## config.mk

```make
export PLATFORM = sky130hd
export DESIGN_NAME = sobel_top
export DESIGN_NICKNAME = d
export VERILOG_FILES = /design/src/verilog/sobel_pkg.sv /design/src/verilog/tap_if.sv /design/src/verilog/window_if.sv /design/src/verilog/pixel_ingress.sv /design/src/verilog/window_buffer_3x3.sv /design/src/verilog/sobel_stage.sv /design/src/verilog/sobel_top.sv
export SDC_FILE = /design/constraint.sdc
export NUM_CORES = 1
export LEC_CHECK = 0
export ABC_AREA = 1
export BUFFER_PORTS_ARGS = -buffer_cell sky130_fd_sc_hd__buf_2
export CAP_MARGIN = 15
export CORE_MARGIN = 8
export CORE_UTILIZATION = 65
export DETAILED_ROUTE_END_ITERATION = 8
export PLACE_DENSITY = 0.82
export SYNTH_ARGS = -nofsm -noshare
export SYNTH_HDL_FRONTEND = slang
export SYNTH_SLANG_ARGS = --single-unit
export TNS_END_PERCENT = 5
```

## constraint.sdc

```tcl
create_clock -name clk -period 10.3 [get_ports clk]
set_input_delay 0.515 -clock clk [delete_from_list [all_inputs] [get_ports clk]]
set_output_delay 0.515 -clock clk [all_outputs]
set_load 0.02 [all_outputs]
```

## src/verilog/sobel_pkg.sv

```systemverilog
`default_nettype none

package sobel_pkg;

  localparam int unsigned IMG_COLS = 8;  // frame width in pixels
  localparam int unsigned IMG_ROWS = 6;  // frame height in pixels
  localparam int unsigned COL_AW   = $clog2(IMG_COLS);  // line buffer address width
  localparam int unsigned WIN_TAPS = 9;  // 3x3 window, row-major
  localparam int unsigned MAG_MAX  = 255;  // magnitude saturation

  typedef logic [7:0] pix_t;  // greyscale pixel
  typedef logic [7:0] mag_t;  // clipped gradient magnitude
  typedef logic [3:0] coord_t;  // column or row index

  localparam coord_t COL_LAST = coord_t'(IMG_COLS - 1);
  localparam coord_t ROW_LAST = coord_t'(IMG_ROWS - 1);
  localparam coord_t WIN_EDGE = coord_t'(2);  // first index that closes a window

  // input side, ING_ACK is the single step cycle
  typedef enum logic [1:0] {
    ING_IDLE,
    ING_ACK,
    ING_WAIT_LOW
  } ing_state_t;

  typedef enum logic [1:0] {
    OUT_IDLE,
    OUT_REQ,
    OUT_WAIT_LOW
  } out_state_t;

endpackage

`default_nettype wire

```

## src/verilog/tap_if.sv

```systemverilog
`timescale 1ns/100ps
`default_nettype none

// one accepted pixel column, oldest row on top
interface tap_if;
  logic            step;  // one strobe per accepted pixel
  sobel_pkg::pix_t top;  // two rows above
  sobel_pkg::pix_t mid;  // one row above
  sobel_pkg::pix_t bot;  // current pixel

  modport prod (
    output step,
    output top,
    output mid,
    output bot
  );

  modport cons (
    input step,
    input top,
    input mid,
    input bot
  );
endinterface

`default_nettype wire

```

## src/verilog/window_if.sv

```systemverilog
`timescale 1ns/100ps
`default_nettype none

interface window_if;
  logic            win_valid;  // one-cycle strobe per complete window
  sobel_pkg::pix_t win [sobel_pkg::WIN_TAPS];  // 0 is top-left, row-major

  modport prod (
    output win_valid,
    output win
  );

  modport cons (
    input win_valid,
    input win
  );
endinterface

`default_nettype wire

```

## src/verilog/pixel_ingress.sv

```systemverilog
`timescale 1ns/100ps
`default_nettype none

module pixel_ingress (
  input  logic            clk,
  input  logic            rst_n,
  input  sobel_pkg::pix_t pix_i,
  input  logic            req_i,
  input  logic            hold_i,
  output logic            ack_o,
  tap_if.prod             tap
);

  sobel_pkg::ing_state_t         state;
  sobel_pkg::coord_t             col;
  logic [sobel_pkg::COL_AW-1:0]  addr;
  logic                          accept;

  // line_two holds the row two above, line_one the row just above
  sobel_pkg::pix_t line_two [sobel_pkg::IMG_COLS];
  sobel_pkg::pix_t line_one [sobel_pkg::IMG_COLS];

  assign addr   = col[sobel_pkg::COL_AW-1:0];
  assign accept = (state == sobel_pkg::ING_IDLE) && req_i && !hold_i;

  always_ff @(posedge clk) begin
    if (!rst_n) begin
      state <= sobel_pkg::ING_IDLE;
    end else begin
      case (state)
        sobel_pkg::ING_IDLE: begin
          if (accept) begin
            state <= sobel_pkg::ING_ACK;
          end
        end
        sobel_pkg::ING_ACK: begin
          state <= sobel_pkg::ING_WAIT_LOW;  // taps go out this cycle
        end
        sobel_pkg::ING_WAIT_LOW: begin
          if (!req_i) begin
            state <= sobel_pkg::ING_IDLE;
          end
        end
        default: begin
          state <= sobel_pkg::ING_IDLE;
        end
      endcase
    end
  end

  // line memories and the column they are addressed by
  always_ff @(posedge clk) begin
    if (!rst_n) begin
      col <= '0;
      for (int i = 0; i < int'(sobel_pkg::IMG_COLS); i++) begin
        line_two[i] <= '0;
        line_one[i] <= '0;
      end
    end else if (accept) begin
      line_two[addr] <= line_one[addr];  // row moves up by one
      line_one[addr] <= pix_i;
      if (col == sobel_pkg::COL_LAST) begin
        col <= '0;
      end else begin
        col <= col + 1'b1;
      end
    end
  end

  always_ff @(posedge clk) begin
    if (accept) begin
      tap.top <= line_two[addr];
      tap.mid <= line_one[addr];
      tap.bot <= pix_i;
    end
  end

  assign tap.step = (state == sobel_pkg::ING_ACK);
  assign ack_o    = (state != sobel_pkg::ING_IDLE);  // high until req_i is seen low

endmodule

`default_nettype wire

```

## src/verilog/window_buffer_3x3.sv

```systemverilog
`timescale 1ns/100ps
`default_nettype none

module window_buffer_3x3 (
  input  logic clk,
  input  logic rst_n,
  tap_if.cons  tap,
  window_if.prod win
);

  // win_sr[row][age], age 0 is the newest column
  sobel_pkg::pix_t   win_sr [3][3];
  sobel_pkg::pix_t   col_in [3];
  sobel_pkg::coord_t col;
  sobel_pkg::coord_t row;
  logic              closes;

  assign col_in[0] = tap.top;
  assign col_in[1] = tap.mid;
  assign col_in[2] = tap.bot;

  // pixel at column >= 2 and row >= 2 fills the last window slot
  assign closes = (col >= sobel_pkg::WIN_EDGE) && (row >= sobel_pkg::WIN_EDGE);

  always_ff @(posedge clk) begin
    if (!rst_n) begin
      for (int r = 0; r < 3; r++) begin
        for (int a = 0; a < 3; a++) begin
          win_sr[r][a] <= '0;
        end
      end
    end else if (tap.step) begin
      for (int r = 0; r < 3; r++) begin
        win_sr[r][0] <= col_in[r];
        win_sr[r][1] <= win_sr[r][0];
        win_sr[r][2] <= win_sr[r][1];
      end
    end
  end

  always_ff @(posedge clk) begin
    if (!rst_n) begin
      col           <= '0;
      row           <= '0;
      win.win_valid <= 1'b0;
    end else begin
      win.win_valid <= tap.step && closes;
      if (tap.step) begin
        if (col == sobel_pkg::COL_LAST) begin
          col <= '0;
          if (row == sobel_pkg::ROW_LAST) begin
            row <= '0;  // frame end
          end else begin
            row <= row + 1'b1;
          end
        end else begin
          col <= col + 1'b1;
        end
      end
    end
  end

  // oldest column is the leftmost one
  for (genvar r = 0; r < 3; r++) begin : g_row
    for (genvar c = 0; c < 3; c++) begin : g_col
      assign win.win[3*r + c] = win_sr[r][2-c];
    end
  end

endmodule

`default_nettype wire

```

## src/verilog/sobel_stage.sv

```systemverilog
`timescale 1ns/100ps
`default_nettype none

module sobel_stage (
  input  logic            clk,
  input  logic            rst_n,
  input  logic            out_ack_i,
  window_if.cons          win,
  output logic            hold_o,
  output sobel_pkg::mag_t mag_o,
  output logic            out_req_o
);

  typedef logic signed [11:0] grad_t;  // holds +-1020

  sobel_pkg::out_state_t state;
  grad_t                 gx;
  grad_t                 gy;
  logic [11:0]           abs_x;
  logic [11:0]           abs_y;
  logic [11:0]           sum;
  sobel_pkg::mag_t       mag_next;
  logic                  take;

  function automatic grad_t ext(input sobel_pkg::pix_t p);
    return grad_t'({4'b0000, p});
  endfunction

  always_comb begin
    // right column minus left column
    gx = ext(win.win[2]) + (ext(win.win[5]) <<< 1) + ext(win.win[8])
       - ext(win.win[0]) - (ext(win.win[3]) <<< 1) - ext(win.win[6]);
    // bottom row minus top row
    gy = ext(win.win[6]) + (ext(win.win[7]) <<< 1) + ext(win.win[8])
       - ext(win.win[0]) - (ext(win.win[1]) <<< 1) - ext(win.win[2]);
    abs_x = gx[11] ? 12'(-gx) : 12'(gx);
    abs_y = gy[11] ? 12'(-gy) : 12'(gy);
    sum   = abs_x + abs_y;
    if (sum > 12'(sobel_pkg::MAG_MAX)) begin
      mag_next = sobel_pkg::mag_t'(sobel_pkg::MAG_MAX);
    end else begin
      mag_next = sum[7:0];
    end
  end

  assign take = (state == sobel_pkg::OUT_IDLE) && win.win_valid;

  always_ff @(posedge clk) begin
    if (!rst_n) begin
      state <= sobel_pkg::OUT_IDLE;
    end else begin
      case (state)
        sobel_pkg::OUT_IDLE: begin
          if (take) begin
            state <= sobel_pkg::OUT_REQ;
          end
        end
        sobel_pkg::OUT_REQ: begin
          if (out_ack_i) begin
            state <= sobel_pkg::OUT_WAIT_LOW;  // drop req
          end
        end
        sobel_pkg::OUT_WAIT_LOW: begin
          if (!out_ack_i) begin
            state <= sobel_pkg::OUT_IDLE;
          end
        end
        default: begin
          state <= sobel_pkg::OUT_IDLE;
        end
      endcase
    end
  end

  always_ff @(posedge clk) begin
    if (take) begin
      mag_o <= mag_next;
    end
  end

  assign out_req_o = (state == sobel_pkg::OUT_REQ);
  // covers the strobe cycle too, before the FSM has left idle
  assign hold_o    = win.win_valid || (state != sobel_pkg::OUT_IDLE);

endmodule

`default_nettype wire

```

## src/verilog/sobel_top.sv

```systemverilog
`timescale 1ns/100ps
`default_nettype none

module sobel_top (
  input  logic            clk,
  input  logic            rst_n,
  input  sobel_pkg::pix_t pix_i,
  input  logic            req_i,
  output logic            ack_o,
  output sobel_pkg::mag_t mag_o,
  output logic            out_req_o,
  input  logic            out_ack_i
);

  logic hold;  // result stage busy, ingress must not accept

  tap_if    tap_bus ();
  window_if win_bus ();

  pixel_ingress u_ingress (
    .clk    (clk),
    .rst_n  (rst_n),
    .pix_i  (pix_i),
    .req_i  (req_i),
    .hold_i (hold),
    .ack_o  (ack_o),
    .tap    (tap_bus.prod)
  );

  window_buffer_3x3 u_window (
    .clk   (clk),
    .rst_n (rst_n),
    .tap   (tap_bus.cons),
    .win   (win_bus.prod)
  );

  sobel_stage u_sobel (
    .clk       (clk),
    .rst_n     (rst_n),
    .out_ack_i (out_ack_i),
    .win       (win_bus.cons),
    .hold_o    (hold),
    .mag_o     (mag_o),
    .out_req_o (out_req_o)
  );

endmodule

`default_nettype wire

```

# [Word level (Yosys, flattened, before mapping)]
# Memory sizes are Yosys's and may differ from the RTL's. A register that Yosys moved wholly into a read port is not among the register bits.
# Cells that the tools add are included.
[totals] in_bits=12 out_inout_bits=10 rom_bits=0 reg_bits=41 mem_bits_rw=200 mem_count=3 elab_cells=104 latch_bits=0
[classes] n_lt_le_gt_ge=3 n_eq_ne=12 bitwise_logic=9 reduce_logical=16 n_shift=0 n_addsub=16 div=0 n_mul=0 n_mux=36
[memory_table] memory="u_window.win_sr" words=3 width=24 rd=3 rd_clocked_by_memory_dff=0 wr=3 line="window_buffer_3x3.sv:12" text="sobel_pkg::pix_t win_sr [3][3];"
[memory_table] memory="u_ingress.line_one" words=8 width=8 rd=1 rd_clocked_by_memory_dff=1 wr=8 line="pixel_ingress.sv:21" text="sobel_pkg::pix_t line_one [sobel_pkg::IMG_COLS];"
[memory_table] memory="u_ingress.line_two" words=8 width=8 rd=1 rd_clocked_by_memory_dff=1 wr=8 line="pixel_ingress.sv:20" text="sobel_pkg::pix_t line_two [sobel_pkg::IMG_COLS];"
[ops] op="8-bit two-way mux" n=11
[ops] op="12-bit by 9-bit subtractor with 12-bit output" n=4
[ops] op="12-bit by 9-bit adder with 12-bit output" n=2
[ops] op="12-bit two-way mux" n=2
[ops] op="12-bit negator" n=2
[ops] op="12-bit by 10-bit subtractor with 12-bit output" n=2
[ops] op="8-bit by 9-bit adder with 10-bit output" n=2
[ops] op="8-bit OR reduction" n=2
[ops] op="12-bit adder" n=1
[ops] op="4-bit by 1-bit adder with 4-bit output (second input constant)" n=3
[ops] op="4-bit by 3-bit equality test with 1-bit output (second input constant)" n=3
[ops] op="12-bit by 8-bit > comparator with 1-bit output (second input constant)" n=1
[ops] op="3-bit two-way mux" n=4
[ops] op="4-bit two-way mux" n=3
[ops] op="2-bit one-hot mux with 3 select lines" n=2
[ops] op="2-bit two-way mux" n=5
[ops] op="1-bit two-way mux" n=9
[ops] op="1-bit bitwise OR" n=9
[ops] op="4-bit by 2-bit >= comparator with 1-bit output (second input constant)" n=2
[ops] op="2-bit by 1-bit inequality test with 1-bit output (second input constant)" n=3
[ops] op="1-bit logical AND" n=5
[ops] op="2-bit by 1-bit equality test with 1-bit output (second input constant)" n=2
[ops] op="2-bit equality test (second input constant)" n=2
[ops] op="2-bit zero test" n=2
[ops] op="6 further kinds" n=9

# [Longest topological paths before layout]
# An unclocked memory read counts as a cell.
[depth] word_depth=10 ltp_mapped=36 ltp_nobuf=36

# [By module]
# From an unflattened synthesis, not the netlist that was laid out.
[unflattened] hier_cells=1645 hier_area_um2=14835.5
[by_module_without_submodules] module="pixel_ingress" n_inst=1 cells_each=723 seq_area_each_um2=4744.6 area_each_um2=7183.1
[by_module_without_submodules] module="sobel_stage" n_inst=1 cells_each=632 seq_area_each_um2=280.3 area_each_um2=4421.7
[by_module_without_submodules] module="window_buffer_3x3" n_inst=1 cells_each=290 seq_area_each_um2=2342.2 area_each_um2=3230.6

# [Worst setup path after synthesis]
# Ideal clock, no wire load.
[synth_path] path_type="register -> register" from="mem u_window.win_sr[0][49] in the netlist's numbering" to="reg u_sobel.mag_o[2] (data pin)" stages_incl_launch_ff=30 synth_period_minus_slack_ns=5.662 path_slack_ns=4.638 n_path_buf=0 required_time_ns=10.025 arrival_time_ns=5.387 setup_ns=0.275 path_cell_list="edfxtp_1 ha_1 inv_1 fa_1 o21ai_0 a21oi_1 o21bai_1 xnor2_1 fa_1 inv_1 fa_1 ha_1 nand2_1 inv_1 nand3_1 o21ai_0 nor2_2 inv_1 nor2_1 xor2_1 inv_1 ha_1 a21oi_1 o21ai_0 a21oi_1 nor2_1 nor2_1 xnor2_1 nor3_2 nand3_1"
[synth_rtl] element="start, declared" line="window_buffer_3x3.sv:12"
[synth_rtl] element="end signal, assigned" line="sobel_stage.sv:77" text="mag_o <= mag_next;"
[synth_rtl] element="end, declared" line="sobel_stage.sv:10" text="output sobel_pkg::mag_t mag_o,"

==> results.md <==
| Stage | Quantity | This run |
|---|---|---|
| synth | Syn_area_per_cell | 9.57 um^2 |
| synth | Most common cell in the netlist | sky130_fd_sc_hd__nor2_1 |
| clock network | Root cell of the clock tree | sky130_fd_sc_hd__clkbuf_16 |
| floorplan | Area of the die | 27,100 um^2 |
| grt | Pin count of the biggest net entering global routing | 74 |
| detailed routing | Top sig layer | met5 |
| synth | Ranking of synthesized cells by instance count | sky130_fd_sc_hd__nor2_1 (304), sky130_fd_sc_hd__inv_1 (281), sky130_fd_sc_hd__edfxtp_1 (232), sky130_fd_sc_hd__nand2_1 (212), sky130_fd_sc_hd__nand3_1 (63) |
| floorplan | Initial Util | 0.659 |
| power | Worst IR drop on VDD | 445 uV |
| detailed routing | Detailed-routed wire length on met3 | 1870 um |
| sta | Final hold violation count | 0 |
| hold path | Tightest Hold Check Type | primary input to flop |
| synth | Leading post-synthesis cells by cell area | sky130_fd_sc_hd__edfxtp_1 (49%), sky130_fd_sc_hd__nor2_1 (8.0%), sky130_fd_sc_hd__inv_1 (7.4%), sky130_fd_sc_hd__fa_1 (6.8%), sky130_fd_sc_hd__nand2_1 (5.6%) |
| detailed routing | Routed via count divided by cell count | 5.59 |
| cells and area | Layout cells sized above 1 | 0.0670 |
| grt | Antenna violations before repair | 1 |
| critical path | Slowest library cell on the worst path | sky130_fd_sc_hd__fa_1 |
| cells and area | Number of antenna diodes | 0 |
| clock network | Worst-Skew Late Latency | 0.56 ns |
| synth | Yosys top cell area share | 0.486 |
| placed design | Post-DP HPWL | 21,900 um |
| critical path | Required time of the worst setup path | 10.56 ns |
| synth | Share of async-settable or async-resettable flops after synthesis | 0 |
| sta | Rel. slew slack | 0.285 |
| cells and area | Fill count | 1,592 |
| critical path | Endpoint of the most critical setup path | u_sobel.mag_o[4] |
| synth | Library cells used by synthesis | 44 |
| detailed routing | Routed length per instance | 16.6 um |
| sta | Post-Route Setup TNS | 0 ns |
| sta | Clock period minus worst slack | 6.54 ns |
| sta | Post-route clock skew | 0.0200 ns |
| placed design | Placement-stage worst setup slack | 3.87 ns |
| critical path | Launch instance of the worst register-to-register path | u_window.win_sr[0][49] |
| clock network | CTS HTree Levels | 1 |
| hold path | HP Start | pix_i[6] |
| synth | Register bit count reported by yosys | 252 |
| critical path | Critical path type | flop to flop |
| sta | Setup repair after global routing missed its margin | no |
| floorplan | Floorplan row count | 54 |
| job | Count of max-cap constraint violations | 0 |
| cells and area | Post-route cell area | 15,500 um^2 |
| clock network | Total clock buffers created by CTS | 26 |
| power | Reported leakage power | 6.87 nW |
| synth | Biggest area consumer among synthesized cells | sky130_fd_sc_hd__edfxtp_1 |
| critical path | Most Frequent Cell on Critical Path | sky130_fd_sc_hd__inv_1 |
| detailed routing | Post-DRT Antenna Nets | 0 |
| synth | Post-synth EDFFs | 232 |
| clock network | Clock tree from TritonCTS | built |
| grt | Vias in the first global route | 10,100 |
| sta | Final worst-path cycle share | 0.635 |
| placed design | Number of input and output port buffers inserted | 21 |
| placed design | Cells after DPL | 1,770 |
| sta | Endpoints failing setup | 0 |
| sta | Max-slew violation count | 0 |
| grt | Global routing usage summed across all routing layers | 0.231 |
| sta | Pin slew with the least headroom to its limit | 1.07 ns |
| detailed routing | DRT Pass-1 Iters | 5 |
| power | Power per cell area | 349 nW/um^2 |
| detailed routing | WL final | 30,300 um |
| floorplan | Total core area | 21,800 um^2 |
| critical path | Worst flop-to-flop path endpoint | u_sobel.mag_o[4] |
| grt | Total grt overflow | 0 |
| critical path | Arrival time worst endpoint | 6.81 ns |
| critical path | Length in cells of the worst reg-to-reg path | 29 |
| synth | Sequential fraction of the synthesis area | 0.514 |
| synth | Leading register cell type out of synthesis | sky130_fd_sc_hd__edfxtp_1 |
| sta | Top achievable clock speed | 153 MHz |
| placed design | Area after DPL | 14,600 um^2 |
| synth | Post-Synthesis Cell Area | 14,300 um^2 |
| sta | Final Worst Setup Slack | 3.76 ns |
| detailed routing | Met2 WL | 15,600 um |
| detailed routing | Via count of the routed design | 10,200 |
| critical path | Largest incremental delay on the critical path | 0.49 ns |
| sta | Worst hold-check slack | 0.158 ns |
| clock network | Hold-fix buffers at CTS | 0 |
| grt | Global-route wire length before repair | 49,700 um |
| critical path | Worst reg2reg setup slack | 3.76 ns |
| clock network | Number of buffers on the longest clock path | 3 |
| synth | Post-synth net total | 1,618 |
| cells and area | Final layout net count | 1,639 |
| status | Run status | complete, no violations |
| floorplan | Ports placed on the boundary | 22 |
| critical path | Largest fanout on the critical path | 10 |
| floorplan | X dimension of the die | 165 um |
| critical path | Endpoint kind of the worst setup timing path | flop |
| critical path | Kind of start point of the critical path | flop |
| clock network | Total of cells resized after clock tree synthesis | 0 |
| clock network | Clock sink count | 252 |
| synth | Syn. warnings | 0 |
| clock network | Clock transition at the register clock pins on the worst setup and hold paths after CTS | 0.06 ns |
| critical path | Crit path from | u_window.win_sr[0][49] |
| cells and area | Post-layout instance count excluding filler cells | 1,818 |
| cells and area | Layout overhead on the synthesized area | 8.35% |
| clock network | Post-CTS Setup Repair Bufs | 0 |
| detailed routing | Iter 0 DRT Violations | 911 |
| placed design | Placer's final routability congestion estimate | 0.876 |
| detailed routing | WL met1 | 11,600 um |
| floorplan | DIE HEIGHT | 165 um |
| detailed routing | DRC errors left | 0 |
| synth | Gate count of the mapped netlist | 1,497 |
[flip-flops by register name, indices dropped and copies added, names as in the netlist, named ones only]
register                cells
u_window.win_sr            72
u_ingress.line_one         64
u_ingress.line_two         64
u_ingress.tap.bot           8
u_ingress.tap.mid           8
u_ingress.tap.top           8
u_sobel.mag_o               8
u_ingress.col               4
u_window.col                4
u_window.row                4
u_ingress.state             2
u_sobel.state               2
u_window.win.win_valid      1
[how the worst min path moves through the flow]
| stage | to | depth (start not counted) | slack (ns) |
|---|---|---|---|
| finish | u_ingress.tap.bot[6] | 1 | 0.16 |
| global route | u_ingress.tap.bot[3] | 1 | 0.15 |
| CTS | u_ingress.tap.bot[6] | 1 | 0.15 |
| detailed placement | u_sobel.state[1] | 1 | 0.45 |
| global placement | u_sobel.state[1] | 1 | 0.44 |
| floorplan | u_sobel.state[1] | 1 | 0.43 |
[placed cells by master (no fill, tap or decap), types with 9 or more instances in the layout]
cell,instances
sky130_fd_sc_hd__nor2_1,304
sky130_fd_sc_hd__inv_1,280
sky130_fd_sc_hd__edfxtp_1,232
sky130_fd_sc_hd__nand2_1,211
sky130_fd_sc_hd__nand3_1,63
sky130_fd_sc_hd__ha_1,60
sky130_fd_sc_hd__fa_1,49
sky130_fd_sc_hd__o21ai_0,39
sky130_fd_sc_hd__a21oi_1,35
sky130_fd_sc_hd__xor2_1,33
sky130_fd_sc_hd__clkbuf_16,26
sky130_fd_sc_hd__buf_2,21
sky130_fd_sc_hd__dfxtp_1,20
sky130_fd_sc_hd__nand4_1,18
sky130_fd_sc_hd__o32ai_1,16
sky130_fd_sc_hd__nand2_2,12
sky130_fd_sc_hd__a22oi_1,10
sky130_fd_sc_hd__xnor2_1,9
[power breakdown]
group / total [W] / switching [W] / internal (W) / leakage, nW
registers: 0.00125 / 0.0000284 / 0.00122 / 2.55
logic: 0.00319 / 0.00207 / 0.00112 / 3.88
clock network: 0.000983 / 0.000393 / 0.000590 / 0.437
total: 0.00542 / 0.00249 / 0.00293 / 6.87
[final cells by class]
cell class / instances / area, um^2 / share of cell area
sequential: 252 / 7370 / 0.474
multi-input combinational: 929 / 5710 / 0.368
inverter: 285 / 1080 / 0.0694
clock buffer: 31 / 669 / 0.0431
tap: 280 / 350 / 0.0226
clock inverter: 17 / 228 / 0.0147
timing repair buffer: 24 / 128 / 0.00822
[metrics by stage]
step                total power [W]   util
global route                0.00588  0.714
CTS                         0.00540  0.714
detailed placement          0.00441  0.673
floorplan                   0.00374      -
global placement            0.00430  0.673
finish                      0.00542  0.714
[logic make-up after synthesis]
family	share of synthesized area
fa+ha+maj	0.121
simple gates	0.192
buf+inv	0.0882
xor+xnor	0.0257
flops	0.514
compound gates	0.0590
[layer usage]
layer,vias to the layer above,global-route usage
li1,4891,-
met1,4829,0.272
met2,366,0.416
met3,80,0.0371
met4,2,0.0913
met5,-,0
[critical path: cells and delay by family, from the launching register on]
family	cells	cell delay, ns
flops	1	0.35
compound gates	7	1.32
xor+xnor	3	0.39
simple gates	8	1.45
buf+inv	5	0.44
fa+ha+maj	6	2.31
Note: power is estimated with default switching activity, not from simulation.
